`config.mk`:
```
export PLATFORM = sky130hd
export DESIGN_NAME = axil_readout
export DESIGN_NICKNAME = d
export VERILOG_FILES = /design/src/rtl/adc_event_pkg.sv /design/src/rtl/axil_readout.sv
export SDC_FILE = /design/constraint.sdc
export NUM_CORES = 1
export LEC_CHECK = 0
export BUFFER_PORTS_ARGS = -buffer_cell sky130_fd_sc_hd__buf_2
export CORE_AREA = 2 2 89 91
export DETAILED_ROUTE_END_ITERATION = 8
export DIE_AREA = 0 0 91 93
export GPL_TIMING_DRIVEN = 1
export PLACE_DENSITY = 0.69
export RECOVER_POWER = 25
export SYNTH_ARGS = -nofsm -noshare
export SYNTH_HDL_FRONTEND = slang
export SYNTH_SLANG_ARGS = --single-unit
```
`constraint.sdc`:
```
create_clock -name ADA_DCO -period 5.1 [get_ports ADA_DCO]
set_input_delay 0.765 -clock ADA_DCO [delete_from_list [all_inputs] [get_ports ADA_DCO]]
set_output_delay 0.765 -clock ADA_DCO [all_outputs]
set_load 0.05 [all_outputs]
```
`src/rtl/adc_event_pkg.sv`:
```
package adc_event_pkg;

    ////////////////////////////////////////////////////////////
    // widths and sizes
    ////////////////////////////////////////////////////////////
    localparam int ADC_WIDTH     = 14;  // raw converter bus
    localparam int SAMPLE_WIDTH  = 16;  // after sign extension
    localparam int WORD_WIDTH    = 32;
    localparam int PRE_SAMPLES   = 4;   // pairs ahead of the trigger pair
    localparam int RECORD_WORDS  = 32;
    localparam int NUM_WINDOWS   = 10;  // ring depth in events
    localparam int INDEX_WIDTH   = $clog2(RECORD_WORDS);
    localparam int SLOT_WIDTH    = $clog2(NUM_WINDOWS);
    localparam int COUNT_WIDTH   = 8;   // status bits 7:0
    localparam int DROP_WIDTH    = 16;  // status bits 31:16
    localparam int ADDR_WIDTH    = 12;
    localparam int TRIGGER_LEVEL = -2170;  // at or below fires
    // clocks from the trigger pair leaving capture to the first word at the buffer
    localparam int TIME_LAG      = 1;

    ////////////////////////////////////////////////////////////
    // register map
    ////////////////////////////////////////////////////////////
    localparam logic [ADDR_WIDTH-1:0] ADDR_DATA_BASE = 12'h000;  // 32 words, oldest event
    localparam logic [ADDR_WIDTH-1:0] ADDR_TIME      = 12'h080;
    localparam logic [ADDR_WIDTH-1:0] ADDR_STATUS    = 12'h084;
    localparam logic [ADDR_WIDTH-1:0] ADDR_PPS       = 12'h088;
    localparam logic [ADDR_WIDTH-1:0] ADDR_POP       = 12'h08C;  // write only

    typedef struct packed {
        logic signed [SAMPLE_WIDTH-1:0] a;  // high half
        logic signed [SAMPLE_WIDTH-1:0] b;
    } sample_pair_t;

    // framer fills the pair view, storage only sees bits
    typedef union packed {
        sample_pair_t          pair;
        logic [WORD_WIDTH-1:0] raw;
    } sample_word_u;

    typedef struct packed {
        sample_pair_t pair;
        logic         trigger;
    } capture_t;

    typedef struct packed {
        logic                   valid;
        logic                   first;
        logic                   last;
        logic [INDEX_WIDTH-1:0] index;
        sample_word_u           word;
    } record_word_t;

    typedef struct packed {
        logic [ADDR_WIDTH-1:0] araddr;
        logic                  arvalid;
        logic [ADDR_WIDTH-1:0] awaddr;
        logic                  awvalid;
        logic [WORD_WIDTH-1:0] wdata;
        logic                  wvalid;
        logic                  rready;
        logic                  bready;
    } axil_req_t;

    typedef struct packed {
        logic                  arready;
        logic [WORD_WIDTH-1:0] rdata;
        logic [1:0]            rresp;
        logic                  rvalid;
        logic                  awready;
        logic                  wready;
        logic [1:0]            bresp;
        logic                  bvalid;
    } axil_rsp_t;

endpackage

```
`src/rtl/axil_readout.sv`:
```
`timescale 1ns/100ps

module axil_readout import adc_event_pkg::*;
(
    input  logic                   ADA_DCO,
    input  logic                   hps_fpga_reset_n,
    input  axil_req_t              axil_req,
    output axil_rsp_t              axil_rsp,
    input  sample_word_u           rd_word,
    input  logic [WORD_WIDTH-1:0]  rd_time,
    input  logic [COUNT_WIDTH-1:0] slot_count,
    input  logic [DROP_WIDTH-1:0]  drop_count,
    input  logic [WORD_WIDTH-1:0]  pps_count,
    output logic [INDEX_WIDTH-1:0] rd_index,
    output logic                   pop
);

    logic                  rvalid;
    logic [WORD_WIDTH-1:0] rdata;
    logic                  bvalid;
    logic                  rd_accept;
    logic                  wr_accept;
    logic                  in_data;   // address falls in the record window
    logic [WORD_WIDTH-1:0] rd_mux;
    logic [WORD_WIDTH-1:0] status;

    assign rd_accept = axil_req.arvalid && !rvalid;  // one read in flight
    assign wr_accept = axil_req.awvalid && axil_req.wvalid && !bvalid;

    // word index straight off the address bus, buffer reads through
    assign rd_index = axil_req.araddr[INDEX_WIDTH+1:2];
    assign in_data  = (axil_req.araddr[ADDR_WIDTH-1:INDEX_WIDTH+2]
                       == ADDR_DATA_BASE[ADDR_WIDTH-1:INDEX_WIDTH+2]);
    assign status   = {drop_count, {(WORD_WIDTH-DROP_WIDTH-COUNT_WIDTH){1'b0}}, slot_count};

    ////////////////////////////////////////////////////////////
    // address decode
    ////////////////////////////////////////////////////////////
    always_comb
    begin
        if (in_data)
            rd_mux = rd_word.raw;
        else
        begin
            case (axil_req.araddr)
                ADDR_TIME:   rd_mux = rd_time;
                ADDR_STATUS: rd_mux = status;
                ADDR_PPS:    rd_mux = pps_count;
                default:     rd_mux = '0;  // pop and unmapped
            endcase
        end
    end

    ////////////////////////////////////////////////////////////
    // read channel
    ////////////////////////////////////////////////////////////
    always_ff @(posedge ADA_DCO or negedge hps_fpga_reset_n)
    begin
        if (!hps_fpga_reset_n)
            rvalid <= 1'b0;
        else if (rd_accept)
            rvalid <= 1'b1;
        else if (axil_req.rready)
            rvalid <= 1'b0;
    end

    // data only moves on a new address
    always_ff @(posedge ADA_DCO)
    begin
        if (rd_accept)
            rdata <= rd_mux;
    end

    ////////////////////////////////////////////////////////////
    // write channel, only the pop register reacts
    ////////////////////////////////////////////////////////////
    always_ff @(posedge ADA_DCO or negedge hps_fpga_reset_n)
    begin
        if (!hps_fpga_reset_n)
        begin
            bvalid <= 1'b0;
            pop    <= 1'b0;
        end
        else
        begin
            if (wr_accept)
                bvalid <= 1'b1;
            else if (axil_req.bready)
                bvalid <= 1'b0;
            pop <= wr_accept && (axil_req.awaddr == ADDR_POP);  // single cycle strobe
        end
    end

    always_comb
    begin
        axil_rsp.arready = !rvalid;
        axil_rsp.rdata   = rdata;
        axil_rsp.rresp   = 2'b00;  // always okay
        axil_rsp.rvalid  = rvalid;
        axil_rsp.awready = wr_accept;
        axil_rsp.wready  = wr_accept;  // aw and w taken together
        axil_rsp.bresp   = 2'b00;
        axil_rsp.bvalid  = bvalid;
    end

    // host stalls must not see the data move
    rdata_hold : assert property (
        @(posedge ADA_DCO) disable iff (!hps_fpga_reset_n)
        rvalid && !axil_req.rready |=> rvalid && $stable(rdata)
    );

endmodule

```
==> reports/metrics.yaml, run 1 <==
clock_network:
  tritoncts: "yes"
  gates_resized_cts_repair: 0
  post-cts-setup-buffer-count: 0
  cts-root-to-sink-buffers: 2
  root_buffer: "clkbuf_8"
  clk_latency_ns: 0.28
  cts_buffers: 5
  cts_hold_buffers: 0
  clock_tree.htree_level_count: 2
  numClockSinks: 35
  clk_pin_slew_ns: 0.07
critical_path:
  worstSetupPathType: "in -> reg"
  cp_bufs_invs: 1
  cell_class_contributing_the_biggest_share_of_worst_path_delay: "simple AND/OR/NAND/NOR gates"
  start_kind: "input port"
  crit_path_top_delay_cell: "nor2b_1"
  setup.worst_path.end_class: "flip-flop"
  cp_data_required_time_ns: 4.94
  worst-r2r-cell-count: 1
  timing.critical_path.fanout_max: 33
  critPathArrivalTime_ns: 2.87
  critical_path.cell_chain: "buf_2, nor2b_1"
  worstSetupPathDepth: 2
  cpPeakStageDelay_ns: 2.01
floorplan:
  die-width_um: 91
  die_height_um: 93
  die_outline_area_um2: 8460
  placement_rows: 32
  floorplan.io_pins: 230
  initial_utilization_pct: 29.3
  design.core.area_um2: 7530
synth:
  synth_commonest_cells: "edfxtp_1, mux2i_1, o2bb2ai_1"
  postSynthAreaPerCell_um2: 12.0
  synth_cell_types: 29
  yosysSeqAreaShare_pct: 47.0
  async_flop_share_pct: 8.57
  postSynthCellCount: 184
  synth.largest_area_cell: "edfxtp_1"
  ys_warn_count: 0
  post_synth_edffs: 32
  syn-cell-area_um2: 2200
  synth_ff_type: "edfxtp_1"
  register_bit_total_from_synthesis: 35
  post_synth_main_area_contributors: "edfxtp_1, mux2i_1, o2bb2ai_1, a22o_1, buf_4"
  yosys.area.top_type_share_pct: 43.6
cells_and_area:
  finish.net_count: 546
  fillerInstances: 775
  syn_to_layout_area_delta_pct: 46.0
  antenna_cells: 0
  post_route_cells_drive_above_1_share_pct: 50.3
detailed_routing:
  detail_route.first_pass.iterations: 6
  drtIter0Drc: 39
  route.detailed.drc: 0
  num_vias: 2176
  detail_route.vias_per_cell: 4.67
  ant_nets: 0
  route.detailed.wl_per_inst_um: 14.4
  drt-total-wl_um: 6720
sta:
  final.setup.tns_ns: 0
  final.setup_skew_ns: 0.00470
  period_share_pct: 59.3
  setup_ws_ns: 2.07
  max_slew_margin_pct: -82.2
  max_freq_ghz: 0.331
  grt_setup_unrepaired: "no"
  finalSetupViolations: 0
  final.min_clock_period_ns: 3.03
  finalHoldViolations: 0
  final_max_slew_viol_count: 34
  worst-slew-pin-transition_ns: 2.73
global_route:
  pin_count_of_the_biggest_net_entering_global_routing: 34
  global_route_met2_utilization_pct: 26.5
  gr-usage-met3_pct: 3.79
  globalRoute.totalOverflow: 0
  vias_in_the_first_global_route: 2023
  grt_usage_pct: 15.1
  globalRouteMet1Util_pct: 18.3
  antenna_found_initial: 0
  grt.busiest_layer: "met2"
  grt_first_pass_wirelength_um: 10000
run_status:
  failing_checks: "max-capacitance violations, max-slew violations"
  outcome: "complete, but fails checks"
power:
  comb_power_share_pct: 30.1
  report.power.total_uw: 756
  internal_power_uw: 506
  vdd.ir_drop.worst_uv: 81.9
  pwr-share-seq_pct: 45.1
  power.density_nw_per_um2: 235
  power.static_leakage_nw: 1.56
  sw_frac_of_total_pct: 33.0
  total_switching_power_uw: 250
  clockPowerShare_pct: 24.8
worst_hold_path:
  timing.hold.worst.class: "in -> async"
placement:
  port-buffer-count: 193
  detailedPlace.worstSlack_ns: 2.14
  final_hpwl_dp_um: 5500
  routabilityCongestion: 0.796
job:
  cap_viol_max_count: 1
-- placed cells by master (no fill, tap or decap) --
| cell | Yosys | routed |
|---|---|---|
| a22o_1 | 13 | 13 |
| and2_1 | 1 | 1 |
| and3_1 | 1 | 1 |
| buf_2 | 7 | 170 |
| buf_4 | 14 | 2 |
| clkbuf_1 | 4 | 25 |
| clkbuf_8 | 0 | 5 |
| clkinv_2 | 0 | 1 |
| conb_1 | 1 | 4 |
| dfrtp_1 | 3 | 3 |
| edfxtp_1 | 32 | 32 |
| inv_1 | 14 | 14 |
| mux2i_1 | 32 | 32 |
| nand2_1 | 1 | 1 |
| nand3_1 | 13 | 13 |
| nand4_1 | 1 | 1 |
| nand4_2 | 1 | 1 |
| nand4b_1 | 1 | 1 |
| nand4b_4 | 1 | 1 |
| nor2_1 | 1 | 1 |
| nor2b_1 | 3 | 3 |
| nor3_1 | 1 | 1 |
| nor4_4 | 2 | 2 |
| nor4b_1 | 1 | 1 |
| o21ai_0 | 1 | 1 |
| o21bai_1 | 1 | 1 |
| o221ai_1 | 10 | 10 |
| o221ai_2 | 1 | 1 |
| o2bb2ai_1 | 21 | 21 |
| or4_1 | 1 | 1 |
-- sequential cells by signal, summed over array words and instances (netlist names) --
signal and count:
bvalid 1, rvalid 1, pop 1, rdata 32
-- stage by stage --
stage | instance area [um2] | cells | util, % | hold WS [ns]
6_report | 3220 | 466 | 42.7 | 0.277
5_1_grt | 3220 | 466 | 42.7 | 0.273
4_1_cts | 3250 | 466 | 43.2 | 0.254
3_5_place_dp | 3170 | 458 | 42.1 | 0.548
3_3_place_gp | 3170 | 458 | 42.1 | 0.552
2_1_floorplan | 2210 | 187 | - | 0.469
-- area by class of cell --
class	count	area, um2	share of cell area (%)
clock buffer	7	76.3	2.37
inverter	14	52.6	1.63
multi-input combinational	112	967	30.1
sequential	35	1040	32.2
tap	102	128	3.97
clock inverter	1	5.00	0.156
timing repair buffer	195	952	29.6
-- layer usage --
layer	share of wire (%)	vias up
met5	0	-
met4	1.1	0
met3	7.6	6
met2	51	106
met1	40	998
li1	-	1066
-- power by group through the flow --
stage	clock network, mW	registers [mW]	logic, mW
finish	0.187	0.341	0.227
global route	0.206	0.343	0.243
CTS	0.196	0.340	0.233
detailed placement	0	0.346	0.233
global placement	0	0.346	0.230
floorplan	0	0.406	0.0907
-- cell families (layout without fill, tap and decap cells) --
group / Yosys count / in the layout / synth area share (%)
AO/OA/AOI/OAI: 47 / 47 / 18.7
buffers and inverters: 40 / 217 / 9.60
flip-flops: 35 / 35 / 47.0
multiplexers: 32 / 32 / 14.5
other: 1 / 4 / 0.170
AND/OR/NAND/NOR: 29 / 29 / 9.94
-- path summary, 6_finish.rpt --
kind | from | endpoint | slack, ns
worst max-delay path | axil_req[48] | rdata[26] | 2.07
worst min-delay path | hps_fpga_reset_n | rvalid | 0.28
worst max register to register | rvalid | rdata[26] | 2.24
worst min register to register | bvalid | bvalid | 0.56
max in group asynchronous | hps_fpga_reset_n | bvalid | 4.67
min in group ADA_DCO | bvalid | bvalid | 0.56
Note: power is estimated with default switching activity, not from simulation.
==> run 2, diff against run 1 <==
--- a/config.mk
+++ b/config.mk
@@ -5,6 +5,7 @@
 export SDC_FILE = /design/constraint.sdc
 export NUM_CORES = 1
 export LEC_CHECK = 0
+export ABC_AREA = 1
 export BUFFER_PORTS_ARGS = -buffer_cell sky130_fd_sc_hd__buf_2
 export CORE_AREA = 2 2 89 91
 export DETAILED_ROUTE_END_ITERATION = 8
==> constraint.sdc (replaced) <==
create_clock -name ADA_DCO -period 2.83 [get_ports ADA_DCO]
set_input_delay 0.4245 -clock ADA_DCO [delete_from_list [all_inputs] [get_ports ADA_DCO]]
set_output_delay 0.4245 -clock ADA_DCO [all_outputs]
set_load 0.05 [all_outputs]
==> run 2 against run 1 <==
Net effect: the run now ends clean; combinational power is 58% higher; first-iteration DRC count grew to 2.5 times the previous value; register-to-register slack worse by 0.71 ns; final cell count is 17% higher; sequential power is 79% higher; power is 90% higher; via count is 15% higher; sequential cell count stayed put; synthesized cell count is 41% higher; non-clock buffer count is 6 higher; sequential share of layout area stayed put.
==> reports/metrics.yaml, run 2 <==
run_status:
  outcome: "finished clean"  # was complete, but fails checks
detailed_routing:
  num_vias: 2509  # was 2176
  route.detailed.wl_per_inst_um: 13.3  # was 14.4 um
  detail_route.first_pass.iterations: 4  # was 6
  detail_route.vias_per_cell: 4.61  # was 4.67
  ant_nets: 0  # unchanged
  route.detailed.drc: 0  # unchanged
  drtIter0Drc: 98  # was 39
  drt-total-wl_um: 7260  # was 6720 um
synth:
  synth_cell_types: 23  # was 29
  yosysSeqAreaShare_pct: 48.2  # was 47.0%
  post_synth_edffs: 32  # unchanged
  largest_family_of_logic_cells_by_synthesized_area: "simple AND/OR/NAND/NOR gates"  # was compound AO/OA/AOI/OAI gates
  synth_fa_ha_area_share_pct: 0  # unchanged
  synth_commonest_cells: "nand2_1, nand3_1, edfxtp_1"  # was edfxtp_1, mux2i_1, o2bb2ai_1
  synthMuxAreaShare_pct: 0  # was 14.5%
  area_fraction_in_and_or_nand_and_nor_cells_after_synthesis_pct: 40.3  # was 9.94%
  synth_ff_type: "edfxtp_1"  # unchanged
  synth.largest_area_cell: "edfxtp_1"  # unchanged
  postSynthAreaPerCell_um2: 8.29  # was 12.0 um2
  syn-cell-area_um2: 2150  # was 2200 um2
  synth-xor-area-share_pct: 0  # unchanged
  register_bit_total_from_synthesis: 35  # unchanged
  ys_warn_count: 0  # unchanged
  synth-compound-area-share_pct: 0.699  # was 18.7%
  async_flop_share_pct: 8.57  # unchanged
  postSynthCellCount: 259  # was 184
  post_synth_main_area_contributors: "edfxtp_1, nand3_1, nand2_1, nand4_1, buf_4"  # was edfxtp_1, mux2i_1, o2bb2ai_1, a22o_1, buf_4
  yosys.area.top_type_share_pct: 44.7  # was 43.6%
  synthMostInstantiatedCell: "nand2_1"
power:
  clockPowerShare_pct: 32.4  # was 24.8%
  pwr-share-seq_pct: 42.6  # was 45.1%
  internal_power_uw: 994  # was 506 uW
  vdd.ir_drop.worst_uv: 141  # was 81.9 uV
  power.static_leakage_nw: 1.53  # was 1.56 nW
  comb_power_share_pct: 25.0  # was 30.1%
  power.density_nw_per_um2: 447  # was 235 nW/um2
  total_switching_power_uw: 443  # was 250 uW
  sw_frac_of_total_pct: 30.8  # was 33.0%
placement:
  port-buffer-count: 193  # unchanged
  final_hpwl_dp_um: 5490  # was 5500 um
  routabilityCongestion: 0.736  # was 0.796
floorplan:
  floorplan.io_pins: 230  # unchanged
  die-width_um: 91  # unchanged
  design.core.area_um2: 7530  # unchanged
  die_height_um: 93  # unchanged
  initial_utilization_pct: 28.5  # was 29.3%
  die_outline_area_um2: 8460  # unchanged
  placement_rows: 32  # unchanged
cells_and_area:
  largest_register_ffs: 32  # unchanged
  antenna_cells: 0  # unchanged
  post_route_cells_drive_above_1_share_pct: 44.6  # was 50.3%
  layout_commonest_cell: "buf_2"  # unchanged
  final_core_util_pct: 42.7  # unchanged
  finish.net_count: 624  # was 546
  syn_to_layout_area_delta_pct: 49.7  # was 46.0%
  most-common-layout-cells: "buf_2, nand2_1, nand3_1"  # was buf_2, mux2i_1, edfxtp_1
  largest_register_by_flop_count: "rdata"  # unchanged
clock_network:
  numClockSinks: 35  # unchanged
  post-cts-setup-buffer-count: 0  # unchanged
  tritoncts: "yes"  # unchanged
  clock_tree.htree_level_count: 2  # unchanged
  clk_pin_slew_ns: 0.07  # about the same
  gates_resized_cts_repair: 0  # unchanged
  clk_latency_ns: 0.28  # about the same
  cts_buffers: 5  # unchanged
  cts_hold_buffers: 1  # was 0
  root_buffer: "clkbuf_8"  # unchanged
  cts-root-to-sink-buffers: 2  # unchanged
critical_path:
  worst_setup_path_endpoint: "rdata[19]"  # was rdata[26]
  ff2ff_setup_slack_ns: 1.53  # was 2.24 ns
  worstSetupStartpoint: "axil_req[57]"  # was axil_req[48]
  crit_path_top_delay_cell: "and2_1"  # was nor2b_1
  timing.critical_path.fanout_max: 23  # was 33
  start_kind: "input port"  # unchanged
  rr_endpoint: "rdata[12]"  # was rdata[26]
  worstSetupPathType: "in -> reg"  # unchanged
  cp_data_required_time_ns: 2.98  # was 4.94 ns
  setup.worst_path.end_class: "flip-flop"  # unchanged
  cpPeakStageDelay_ns: 0.40  # was 2.01 ns
  worst-r2r-cell-count: 4  # was 1
  critical_path.cell_chain: "buf_2, nor2_1, nand2_1, nor2_4, buf_4, and2_1, nand2_1, nand4_1"  # was buf_2, nor2b_1
  critPathArrivalTime_ns: 1.85  # was 2.87 ns
  rr_startpoint: "rvalid"  # unchanged
  timing.critical_path.mode_cell: "nand2_1"
sta:
  worst-slew-pin-transition_ns: 0.647  # was 2.73 ns
  period_share_pct: 60.4
  max_freq_ghz: 0.585
  final.setup.tns_ns: 0  # unchanged
  final.min_clock_period_ns: 1.71
  finalHoldViolations: 0  # unchanged
  final_max_slew_viol_count: 0  # was 34
  max_slew_margin_pct: 57.1  # was -82.2%
  grt_setup_unrepaired: "no"  # unchanged
  finalSetupViolations: 0  # unchanged
  final.setup_skew_ns: 0.00641  # was 0.00470 ns
global_route:
  grt_usage_pct: 16.5  # was 15.1%
  pin_count_of_the_biggest_net_entering_global_routing: 33  # was 34
  grt_first_pass_wirelength_um: 11100  # was 10000 um
  globalRoute.totalOverflow: 0  # unchanged
  antenna_found_initial: 0  # unchanged
  vias_in_the_first_global_route: 2331  # was 2023
worst_hold_path:
  timing.hold.worst.class: "in -> reg"  # was in -> async
job:
  cap_viol_max_count: 0  # was 1
## run 2: cell count changes in the layout (fill, tap and decap cells not counted), moves of 3 or more
cell and delta:
a22o_1 -13, buf_4 +5, inv_1 -6, mux2i_1 -32, nand2_1 +73, nand2_2 +6
nand3_1 +48, nand4_1 +23, nor2_1 +6, nor2b_1 -3, o221ai_1 -10, o2bb2ai_1 -21
## run 2: power by group through the flow
stage,combinational (mW),sequential [mW],clock [mW]
global placement,0.361,0.622,0
CTS,0.367,0.612,0.484
finish,0.359,0.612,0.466
detailed placement,0.364,0.623,0
floorplan,0.110,0.735,0
global route,0.381,0.617,0.506
## run 2: routing by layer
| layer | up-vias | wire length (um) | track usage, % |
|---|---|---|---|
| li1 | 1248 | - | - |
| met1 | 1129 | 2930 | 20.3 |
| met2 | 122 | 3680 | 29.1 |
| met3 | 10 | 530 | 2.82 |
| met4 | 0 | 121 | 5.81 |
| met5 | - | 0 | 0 |
## run 2: layout make-up
cell class / instances / area [um2]
well taps: 102 / 128
flip-flops and latches: 35 / 1040
fillers: 797 / 4310
multi-input cells: 188 / 898
clock buffers: 6 / 82.6
clock inverters: 2 / 35.0
repair buffers: 201 / 1000
inverters: 10 / 37.5
## run 2: worst min-delay path by stage
stage,startpoint,endpoint,slack (ns),depth (start not counted)
finish,axil_req[0],bvalid,0.34,2
global route,axil_req[0],bvalid,0.34,2
floorplan,hps_fpga_reset_n,bvalid,0.13,0
detailed placement,hps_fpga_reset_n,pop,0.23,1
global placement,hps_fpga_reset_n,bvalid,0.23,1
CTS,axil_req[0],bvalid,0.32,2
## run 2: per-stage QoR
stage	setup WS (ns)	instance area [um2]	total power [mW]	cells	hold slack (ns)
after floorplan	0.974	2160	0.845	262	0.129
after global placement	0.824	3120	0.983	535	0.227
after detailed placement	0.809	3120	0.987	535	0.227
after CTS	1.11	3250	1.46	544	0.319
after global routing	0.976	3220	1.50	544	0.339
final	1.12	3220	1.44	544	0.336
## run 2: kinds of logic (layout without fill, tap and decap cells)
group	Yosys count	count (layout)
and+or+nand+nor	181	181
AOI/OAI and AO/OA	3	3
buffers and inverters	39	219
other	1	4
DFF	35	35
## run 2: critical path, delay by kind of cell
family / cells / cell delay, ns
buf+inv: 2 / 0.37
simple gates: 6 / 1.04
